<file path="src/dc_pkg.sv">
// Address field widths, cache geometry, tag entry union and the way encoding.
package dc_pkg;

  ////////////////////////////////////////////////////////////
  // Request address split
  ////////////////////////////////////////////////////////////

  localparam int addr_width   = 20;  // Byte address carried by a request.
  localparam int tag_width    = 14;  // Upper address bits kept in the tag store.
  localparam int index_width  = 4;   // Set select bits.
  localparam int offset_width = 2;   // Byte offset inside a line, unused here.

  ////////////////////////////////////////////////////////////
  // Cache geometry
  ////////////////////////////////////////////////////////////

  localparam int num_sets    = 16;             // One tag entry per way per set.
  localparam int entry_width = 2 + tag_width;  // Valid bit, dirty bit and tag.

  // Field view of one tag entry, valid bit at the top of the word.
  typedef struct packed {
    logic                 valid;  // Entry holds a line.
    logic                 dirty;  // Line was written since it was filled.
    logic [tag_width-1:0] tag;    // Address tag of the line.
  } tag_fields_t;

  // One stored word seen either as it sits in the array or split into fields.
  typedef union packed {
    logic [entry_width-1:0] raw;     // Word as held by the tag store.
    tag_fields_t            fields;  // Decoded view for compare and update.
  } tag_entry_t;

  ////////////////////////////////////////////////////////////
  // Response encoding
  ////////////////////////////////////////////////////////////

  // Names the hit way or the victim way of a set.
  typedef enum logic {
    way1 = 1'b0,  // First way, also the reset choice of every LRU bit.
    way2 = 1'b1   // Second way.
  } way_t;

endpackage

</file>
<file path="src/dc_if.sv">
// Lookup interface from the decoder and tag read/write interface of the store.
`timescale 1ns/1ps

////////////////////////////////////////////////////////////
// Registered request, shared by all three blocks
////////////////////////////////////////////////////////////

interface dc_lookup_if;

  logic                             valid;     // Request in the lookup stage.
  logic [dc_pkg::index_width-1:0]   index;     // Set being looked up.
  logic [dc_pkg::tag_width-1:0]     tag;       // Tag to compare against both ways.
  logic                             is_write;  // Request is a store.

  // The decoder owns every signal of the stage.
  modport decoder (
    output valid,
    output index,
    output tag,
    output is_write
  );

  // The store only needs the set to read and to write.
  modport store (
    input  index
  );

  // The update unit consumes the whole request.
  modport update (
    input  valid,
    input  index,
    input  tag,
    input  is_write
  );

endinterface

////////////////////////////////////////////////////////////
// Tag array read data and write back data
////////////////////////////////////////////////////////////

interface dc_tag_if;

  dc_pkg::tag_entry_t data_out_way1;  // Entry of way1 at the current index.
  dc_pkg::tag_entry_t data_out_way2;  // Entry of way2 at the current index.
  logic               wr;             // Write both ways at the next edge.
  dc_pkg::tag_entry_t data_in_way1;   // New entry for way1.
  dc_pkg::tag_entry_t data_in_way2;   // New entry for way2.

  modport store (
    output data_out_way1,
    output data_out_way2,
    input  wr,
    input  data_in_way1,
    input  data_in_way2
  );

  modport update (
    input  data_out_way1,
    input  data_out_way2,
    output wr,
    output data_in_way1,
    output data_in_way2
  );

endinterface

</file>
<file path="src/dc_req_decoder.sv">
// Request decoder: registers the request strobe and splits the address.
`timescale 1ns/1ps

module dc_req_decoder (
  input  logic                          clk,
  input  logic                          rst_n,
  input  logic                          req_valid,  // One-cycle request strobe.
  input  logic [dc_pkg::addr_width-1:0] req_addr,   // Byte address of the request.
  input  logic                          req_write,  // High for a store.
  dc_lookup_if.decoder                  lookup
);

  ////////////////////////////////////////////////////////////
  // Address fields
  ////////////////////////////////////////////////////////////

  logic [dc_pkg::tag_width-1:0]   addr_tag;    // Upper bits of the address.
  logic [dc_pkg::index_width-1:0] addr_index;  // Set select bits above the offset.

  assign addr_tag   = req_addr[dc_pkg::addr_width-1 -: dc_pkg::tag_width];    // Top bits.
  assign addr_index = req_addr[dc_pkg::offset_width +: dc_pkg::index_width];  // Skip offset.

  ////////////////////////////////////////////////////////////
  // Stage register
  ////////////////////////////////////////////////////////////

  // The strobe is the only control bit of the stage.
  always_ff @(posedge clk or negedge rst_n) begin
    if (!rst_n) begin
      lookup.valid <= 1'b0;  // Stage empty after reset.
    end else begin
      lookup.valid <= req_valid;  // A new request may arrive every cycle.
    end
  end

  // Payload only moves when a request is taken, so it holds between requests.
  always_ff @(posedge clk) begin
    if (req_valid) begin
      lookup.tag      <= addr_tag;    // Tag for the compare.
      lookup.index    <= addr_index;  // Set for the array read.
      lookup.is_write <= req_write;   // Read or write flag.
    end
  end

  ////////////////////////////////////////////////////////////
  // Checks
  ////////////////////////////////////////////////////////////

  // The write flag of a request in the stage must stay put until the next request.
  a_write_stable : assert property (
    @(posedge clk) disable iff (!rst_n)
    $changed(lookup.is_write) |-> lookup.valid
  ) else $error("dc_req_decoder: is_write changed without a new request.");

endmodule

</file>
<file path="src/dc_tag_store.sv">
// Two-way tag array with asynchronous read and a clocked write of both ways.
`timescale 1ns/1ps

module dc_tag_store (
  input  logic      clk,
  input  logic      rst_n,
  dc_lookup_if.store lookup,
  dc_tag_if.store    tags
);

  ////////////////////////////////////////////////////////////
  // Storage
  ////////////////////////////////////////////////////////////

  // One raw word per set in each way.
  logic [dc_pkg::entry_width-1:0] mem_way1 [dc_pkg::num_sets];  // Way1 entries.
  logic [dc_pkg::entry_width-1:0] mem_way2 [dc_pkg::num_sets];  // Way2 entries.

  ////////////////////////////////////////////////////////////
  // Read port
  ////////////////////////////////////////////////////////////

  // Both ways are read at once, combinationally from the index.
  assign tags.data_out_way1 = dc_pkg::tag_entry_t'(mem_way1[lookup.index]);  // Way1 word.
  assign tags.data_out_way2 = dc_pkg::tag_entry_t'(mem_way2[lookup.index]);  // Way2 word.

  ////////////////////////////////////////////////////////////
  // Write port
  ////////////////////////////////////////////////////////////

  // A write replaces the whole set, both ways in the same edge.
  always_ff @(posedge clk or negedge rst_n) begin
    if (!rst_n) begin
      for (int s = 0; s < dc_pkg::num_sets; s++) begin
        mem_way1[s] <= '0;  // Cleared word has the valid bit low.
        mem_way2[s] <= '0;  // Same for the second way.
      end
    end else if (tags.wr) begin
      mem_way1[lookup.index] <= tags.data_in_way1.raw;  // New way1 entry.
      mem_way2[lookup.index] <= tags.data_in_way2.raw;  // Way2 rewritten too.
    end
  end

  // The read above sees this write one edge later, so a request that follows
  // in the next cycle already reads the updated set.

  ////////////////////////////////////////////////////////////
  // Checks
  ////////////////////////////////////////////////////////////

  // A write strobe from the update unit needs a known set from the decoder.
  a_wr_index_known : assert property (
    @(posedge clk) disable iff (!rst_n)
    $rose(tags.wr) |-> !$isunknown(lookup.index)
  ) else $error("dc_tag_store: write raised with an unknown index.");

endmodule

</file>
<file path="src/dc_tag_top.sv">
// Tag pipeline top level: decoder, tag store and tag update unit.
`timescale 1ns/1ps

module dc_tag_top (
  input  logic                          clk,
  input  logic                          rst_n,
  input  logic                          req_valid,       // One-cycle request strobe.
  input  logic [dc_pkg::addr_width-1:0] req_addr,        // Byte address.
  input  logic                          req_write,       // High for a store.
  output logic                          resp_valid,      // Two cycles after req_valid.
  output logic                          resp_hit,        // Tag found in the set.
  output dc_pkg::way_t                  resp_way,        // Hit or filled way.
  output logic                          resp_evict,      // Dirty line replaced.
  output logic [dc_pkg::tag_width-1:0]  resp_evict_tag   // Tag of the replaced line.
);

  ////////////////////////////////////////////////////////////
  // Internal buses
  ////////////////////////////////////////////////////////////

  dc_lookup_if lookup ();  // Registered request.
  dc_tag_if    tags ();    // Array read data and write back.

  ////////////////////////////////////////////////////////////
  // Pipeline blocks
  ////////////////////////////////////////////////////////////

  // Stage one: register the request.
  dc_req_decoder u_req_decoder (
    .clk       (clk),
    .rst_n     (rst_n),
    .req_valid (req_valid),
    .req_addr  (req_addr),
    .req_write (req_write),
    .lookup    (lookup.decoder)
  );

  // Tag array read by the registered index.
  dc_tag_store u_tag_store (
    .clk    (clk),
    .rst_n  (rst_n),
    .lookup (lookup.store),
    .tags   (tags.store)
  );

  // Stage two: compare, update and respond.
  dc_tag_update u_tag_update (
    .clk            (clk),
    .rst_n          (rst_n),
    .lookup         (lookup.update),
    .tags           (tags.update),
    .resp_valid     (resp_valid),
    .resp_hit       (resp_hit),
    .resp_way       (resp_way),
    .resp_evict     (resp_evict),
    .resp_evict_tag (resp_evict_tag)
  );

endmodule

</file>
<file path="src/dc_tag_update.sv">
// Tag update unit: compare, LRU state, victim choice, entry write back and response.
`timescale 1ns/1ps

module dc_tag_update (
  input  logic                         clk,
  input  logic                         rst_n,
  dc_lookup_if.update                  lookup,
  dc_tag_if.update                     tags,
  output logic                         resp_valid,      // Response strobe.
  output logic                         resp_hit,        // Request hit in one way.
  output dc_pkg::way_t                 resp_way,        // Hit way or filled way.
  output logic                         resp_evict,      // A dirty line was replaced.
  output logic [dc_pkg::tag_width-1:0] resp_evict_tag   // Tag of the replaced line.
);

  ////////////////////////////////////////////////////////////
  // Tag compare
  ////////////////////////////////////////////////////////////

  dc_pkg::tag_entry_t entry1;     // Current way1 entry of the set.
  dc_pkg::tag_entry_t entry2;     // Current way2 entry of the set.
  logic               hit_way1;   // Way1 holds the requested tag.
  logic               hit_way2;   // Way2 holds the requested tag.
  logic               hit;        // Either way holds it.

  assign entry1 = tags.data_out_way1;
  assign entry2 = tags.data_out_way2;

  assign hit_way1 = entry1.fields.valid && (entry1.fields.tag == lookup.tag);  // Valid match.
  assign hit_way2 = entry2.fields.valid && (entry2.fields.tag == lookup.tag);  // Valid match.
  assign hit      = hit_way1 || hit_way2;

  ////////////////////////////////////////////////////////////
  // LRU state and victim choice
  ////////////////////////////////////////////////////////////

  logic [dc_pkg::num_sets-1:0] lru;           // Per set, the way to replace next.
  dc_pkg::way_t                victim_way;    // Way a miss would fill.
  dc_pkg::way_t                access_way;    // Way this request touches.
  dc_pkg::tag_entry_t          victim_entry;  // Entry that a miss replaces.
  dc_pkg::tag_entry_t          access_entry;  // Entry that this request touches.
  dc_pkg::tag_entry_t          new_entry;     // Entry written into the touched way.
  logic                        evict;         // Victim was valid and dirty.

  always_comb begin
    // Empty ways fill first, way1 ahead of way2, then the LRU bit decides.
    if (!entry1.fields.valid) begin
      victim_way = dc_pkg::way1;
    end else if (!entry2.fields.valid) begin
      victim_way = dc_pkg::way2;
    end else begin
      victim_way = dc_pkg::way_t'(lru[lookup.index]);
    end

    victim_entry = (victim_way == dc_pkg::way1) ? entry1 : entry2;  // Line at risk.

    // A hit touches the matching way, a miss touches the victim.
    if (hit) begin
      access_way = hit_way2 ? dc_pkg::way2 : dc_pkg::way1;
    end else begin
      access_way = victim_way;
    end

    access_entry = (access_way == dc_pkg::way1) ? entry1 : entry2;

    // Only a miss can push a modified line out.
    evict = !hit && victim_entry.fields.valid && victim_entry.fields.dirty;

    // Touched way becomes valid with the request tag.
    new_entry.fields.valid = 1'b1;
    new_entry.fields.tag   = lookup.tag;
    if (hit) begin
      new_entry.fields.dirty = access_entry.fields.dirty | lookup.is_write;  // Keeps old dirt.
    end else begin
      new_entry.fields.dirty = lookup.is_write;  // Fresh line is clean unless written.
    end
  end

  ////////////////////////////////////////////////////////////
  // Entry write back
  ////////////////////////////////////////////////////////////

  // Every request rewrites its set, the untouched way with its old word.
  assign tags.wr           = lookup.valid;
  assign tags.data_in_way1 = (access_way == dc_pkg::way1) ? new_entry : entry1;
  assign tags.data_in_way2 = (access_way == dc_pkg::way2) ? new_entry : entry2;

  // The LRU bit points away from the way just used.
  always_ff @(posedge clk or negedge rst_n) begin
    if (!rst_n) begin
      lru <= '0;  // All sets pick way1 first.
    end else if (lookup.valid) begin
      lru[lookup.index] <= (access_way == dc_pkg::way1) ? 1'b1 : 1'b0;
    end
  end

  ////////////////////////////////////////////////////////////
  // Response register
  ////////////////////////////////////////////////////////////

  always_ff @(posedge clk or negedge rst_n) begin
    if (!rst_n) begin
      resp_valid <= 1'b0;  // No response pending.
    end else begin
      resp_valid <= lookup.valid;  // Two cycles after the request strobe.
    end
  end

  // Result fields are only meaningful while resp_valid is high.
  always_ff @(posedge clk) begin
    if (lookup.valid) begin
      resp_hit       <= hit;
      resp_way       <= access_way;
      resp_evict     <= evict;
      resp_evict_tag <= victim_entry.fields.tag;  // Victim tag, dirty or not.
    end
  end

  ////////////////////////////////////////////////////////////
  // Checks
  ////////////////////////////////////////////////////////////

  // The same tag must never sit in both ways of a set.
  a_single_hit : assert property (
    @(posedge clk) disable iff (!rst_n)
    lookup.valid |-> !(hit_way1 && hit_way2)
  ) else $error("dc_tag_update: tag found in both ways of set %0d.", lookup.index);

endmodule

</file>
<file path="config.mk">
export PLATFORM = sky130hd
export DESIGN_NAME = dc_tag_top
export DESIGN_NICKNAME = d
export VERILOG_FILES = /design/src/dc_pkg.sv /design/src/dc_if.sv /design/src/dc_req_decoder.sv /design/src/dc_tag_store.sv /design/src/dc_tag_top.sv /design/src/dc_tag_update.sv
export SDC_FILE = /design/constraint.sdc
export NUM_CORES = 1
export LEC_CHECK = 0
export ABC_AREA = 1
export BUFFER_PORTS_ARGS = -buffer_cell sky130_fd_sc_hd__clkbuf_2
export CAP_MARGIN = 20
export CORE_ASPECT_RATIO = 0.7
export CORE_UTILIZATION = 55
export CTS_BUF_LIST = sky130_fd_sc_hd__clkbuf_4
export DETAILED_ROUTE_END_ITERATION = 10
export PLACE_DENSITY_LB_ADDON = 0.2
export SYNTH_ARGS = -nofsm -noshare
export SYNTH_HDL_FRONTEND = slang
export SYNTH_HIERARCHICAL = 1
export SYNTH_SLANG_ARGS = --single-unit
</file>
<file path="constraint.sdc">
create_clock -name clk -period 3.6 [get_ports clk]
set_input_delay 0 -clock clk [delete_from_list [all_inputs] [get_ports clk]]
set_output_delay 0 -clock clk [all_outputs]
set_load 0.01 [all_outputs]
</file>
==> results.txt <==
Utilization of the core after routing: 64.2%. The maximum clock frequency is 289 MHz, and the hold path depth is 2. The clock skew is 0.0682 ns, and the H-tree depth is 4. Initial core utilization: 56.0%. TritonCTS built the clock tree. Of the total power, the clock network draws 23.7%. The critical path contains buffers and inverters numbering 7 combined. TritonCTS created 139 clock buffers.

The number of standard cells after synthesis was 3643. The critical path startpoint category is a flop. STA classifies the critical path endpoint as a flop. In the final layout, the share of cells above drive strength 1 is 11.7%. Sequential elements use 53.2% of the synthesized area. The netlist uses 32 different library cells. Across all register-to-register paths, the minimum setup slack is 0.14 ns. The logic depth of the worst setup path including buffers works out to 21.

After synthesis, the largest area contributor takes up 49.2% of total cell area. Net switching is 36.9% of the power. The tools report the max-cap check violation count as 0.

The cell sitting at the root of the clock tree is a clkbuf_4. The total design power was 22.3 mW. The flow ran to the end, and the final reports show no timing, DRC or antenna violations. The post-synthesis sequential element count works out to 566. Initial antenna violation count: 1. The die covers 0.0499 sq mm.

The worst hold path begins at req_valid. The area growth from synthesis to layout was 14.6%. After detailed routing, the average wire length per cell comes to 18.4 um. The reported leakage power was 15.7 nW. The biggest area contributor in the post-synthesis netlist is dfrtp_1. Synthesis produced a netlist with a net count of 3667. The wire-length estimate of the detail-placed layout is 47200 um. The final critical delay including setup and external delays is 3.46 ns, and the total setup violations reported at the end of the flow is 0. Counting stages on the worst path, the most repeated cell is nand2_1. The register share of total power is 45.9%. The critical path goes through clkinv_4 > buf_12 > buf_4 > nand2_1 > nand2_1 > nand2_1 > nand2_1 > inv_1 > nand2_1 > inv_1 > o22ai_1 > nor2_1 > nand2_1 > nor2_1 > nand2_2 > nand2_4 > buf_12 > nand2_1 > nand2_2 > clkinvlp_4 > o21ai_0. The tools report the placement-stage cell area as 0.0284 sq mm. The sum of routed wire length over all layers is 82600 um, and the mean instance size in the synthesized netlist is 7.40 sq um.

The congestion estimate from routability-driven global placement came to 0.873. The worst voltage drop across the vdd grid came out at 0.406 mV. In this run the worst path has a maximum fanout of 34.

Entering global routing, the biggest net connects 122 pins. The analysis attributes to net switching a power of 8.22 mW. For this design the ratio of total power to cell area is 720 mW/mm^2.

At the worst endpoint, the required time is 4.36 ns. By area the synthesized netlist is led by dfrtp_1, nand2_1, o21ai_0. Number of hold violations in the final report: 0.

The run gives 0 as the number of DRC violations after detailed routing. The path with the worst hold slack has its endpoint at u_req_decoder/lookup.valid. At the placement stage, the worst setup path has a slack of 0.0374 ns.

The via count of the first global-routing pass came out at 23.6k. The most instantiated flip-flop cell in the synthesis netlist was dfrtp_1. Number of warnings printed during yosys synthesis: 6. The tools report the final count of pins violating max slew as 0. The first TritonRoute pass finished after 6 iterations. The logs give 129000 um for the global-route wire length before repair and 0.0481 sq mm for the area of the core.

Summed over all layers, the global routing overflow is 0. The post-placement cell count is 4202. After synthesis, the share of flip-flops with an asynchronous set or reset is 93.6%.

The endpoint identified for the worst register-to-register timing path is u_tag_store/mem_way1[8]. The tools report the all-layer global routing usage as 33.3%. The die is 267 um wide. Once layout is complete, the cells apart from fillers number 4498. After detailed routing, the number of vias per cell comes to 5.48. The largest single stage delay on the critical path is 0.46 ns.

The cell family contributing the most delay on the critical path is buffers and inverters. Once routing completed, OpenROAD measured the worst setup slack at 0.138 ns. In this run the deepest clock path goes through 3 buffers. The path class of the tightest hold or removal check is input pin to flop. At the later pin of the worst-skew pair, clock insertion delay measures 0.89 ns.

For the number of routed nets with antenna violations, the log shows 0. On the critical path, the stage with the largest delay is an instance of edfxtp_1. The number of cells traversed by the worst register-to-register path came out at 21. Internal power: 14.0 mW. The final instance area was 0.0309 sq mm. The run gives 26.7% as the remaining max-slew budget at the tightest pin.

The synthesized netlist occupies a cell area of 0.0270 sq mm. Data on the critical path arrives at its endpoint at 4.23 ns. The measured slew at the worst slew-check pin is 1.10 ns.

The clock net in this run drives a total of 566 sinks. The floorplan has 67 rows. Part of the cycle the worst path needs: 96.2%. After clock tree synthesis, the clock-pin slew on the worst setup and hold paths is 0.08 ns. The type of the worst setup path is flop to flop. Combinational logic is responsible for 30.4% of the overall power. After the last flow step, the layout net total stands at 3770.

Number of flops mapped to enable cells by yosys: 36. The logs give 42 for the number of primary I/O pins and 2710 for the violation count after the first detailed-routing iteration. The y dimension of the die works out to 187 um. The number of buffer cells added on primary ports is 39. The tools report the total number of vias as 24.6k. The startpoint of the worst-slack reg-to-reg timing path was u_req_decoder/lookup.index[1].
[stage by stage]
step | hold WS, ns | TNS [ns]
after global placement | 0.178 | 0
after CTS | 0.248 | 0
after global routing | 0.277 | -0.0319
after floorplan | -0.296 | 0
final | 0.324 | 0
after detailed placement | 0.179 | 0
[how the worst max path moves through the flow]
| stage | start | end | slack, ns |
|---|---|---|---|
| after floorplan | u_req_decoder/lookup.index[0] | u_tag_store/mem_way2[180] | 0.44 |
| after global placement | u_req_decoder/lookup.index[0] | u_tag_store/mem_way2[240] | 0.12 |
| after detailed placement | u_req_decoder/lookup.index[0] | u_tag_store/mem_way2[117] | 0.04 |
| after CTS | u_req_decoder/lookup.index[0] | u_tag_store/mem_way2[247] | 0.0002 |
| after global routing | u_req_decoder/lookup.index[0] | u_tag_store/mem_way1[126] | -0.02 |
| final | u_req_decoder/lookup.index[1] | u_tag_store/mem_way1[8] | 0.14 |
[Yosys cell counts, types with 6 or more instances]
cell	count
a21oi_1	263
clkbuf_1	179
o22ai_1	6
a21oi_4	8
xnor2_1	10
buf_1	10
inv_1	142
nor2_2	10
nor2_1	308
nand3_1	8
buf_2	42
dfrtp_1	530
o21ai_1	39
nand2_1	1759
o21ai_0	266
edfxtp_1	36
[layer usage]
layer	vias up	GRT usage, %	wire length [um]
li1	11600	-	-
met2	1356	50.9	36600
met5	-	0	0
met3	205	7.53	9240
met4	0	11.3	2540
met1	11500	46.9	34200
[power by group through the flow]
stage | registers, mW | clock network, mW | logic (mW)
2_1_floorplan | 9.94 | 0 | 4.70
3_3_place_gp | 10.1 | 0 | 6.17
3_5_place_dp | 10.3 | 0 | 6.42
4_1_cts | 10.2 | 5.36 | 6.49
5_1_grt | 10.5 | 5.71 | 7.69
6_report | 10.2 | 5.28 | 6.77
[what timing repair did]
item                                    in CTS  in global routing
cloned                                       0                  9
pin swaps                                    0                  1
hold endpoints to repair                   569                  0
hold buffers                                41                  0
resized for setup                            2                 71
endpoints found under the setup margin       6                479
setup buffers                                0                  8
[flip-flops by register name (all words and copies together) (netlist names)]
register,cells
u_tag_store/mem_way1,256
u_req_decoder/lookup.valid,1
u_req_decoder/lookup.index,4
u_req_decoder/lookup.is_write,1
u_tag_update/resp_way,1
u_tag_update/resp_evict,1
u_tag_store/mem_way2,256
u_tag_update/resp_hit,1
u_req_decoder/lookup.tag,14
u_tag_update/resp_valid,1
u_tag_update/resp_evict_tag,14
u_tag_update/lru,16
[worst reg2reg max path, cell delays in order, from the launching register on]
cell	delay, ns
edfxtp_1	0.46
clkinv_4	0.25
buf_12	0.27
buf_4	0.18
nand2_1	0.07
nand2_1	0.05
nand2_1	0.05
nand2_1	0.05
inv_1	0.04
nand2_1	0.06
inv_1	0.14
o22ai_1	0.09
nor2_1	0.14
nand2_1	0.07
nor2_1	0.20
nand2_2	0.13
nand2_4	0.14
buf_12	0.20
nand2_1	0.10
nand2_2	0.18
clkinvlp_4	0.23
o21ai_0	0.24
[cells in the final DEF (no fill, tap or decap), types with 3 or more instances in the layout]
cell	count
clkinv_2	3
nand2_2	21
edfxtp_1	36
clkinv_1	26
clkbuf_2	38
inv_2	25
clkbuf_4	205
buf_6	3
buf_4	62
nor2_1	307
buf_12	41
clkbuf_16	5
dfrtp_1	530
xnor2_1	8
a21oi_4	8
dlygate4sd3_1	41
xor2_1	3
nand2_1	1740
o21ai_0	253
clkinvlp_4	9
o22ai_1	6
inv_1	116
nor2_4	10
o21ai_1	51
a21oi_1	263
nand3_1	8
buf_16	5
[cell type report]
type | count | area (sq um)
fillers | 4208 | 17200
flip-flops and latches | 566 | 14300
clock inverters | 32 | 158
clock buffers | 205 | 1540
diodes | 1 | 2.50
multi-input cells | 2691 | 11200
well taps | 655 | 820
repair inverters | 4 | 33.8
inverters | 148 | 604
repair buffers | 196 | 2200
[cells by family (layout without fill, tap and decap cells)]
logic type | Yosys count | after routing | share of synthesized area (%)
other | 0 | 1 | 0
and+or+nand+nor | 2094 | 2094 | 29.4
buffers and inverters | 386 | 585 | 5.73
DFF | 566 | 566 | 53.2
AOI/OAI and AO/OA | 584 | 584 | 11.2
xor gates and xnor gates | 13 | 13 | 0.422
(Power assumes the default switching activity.)
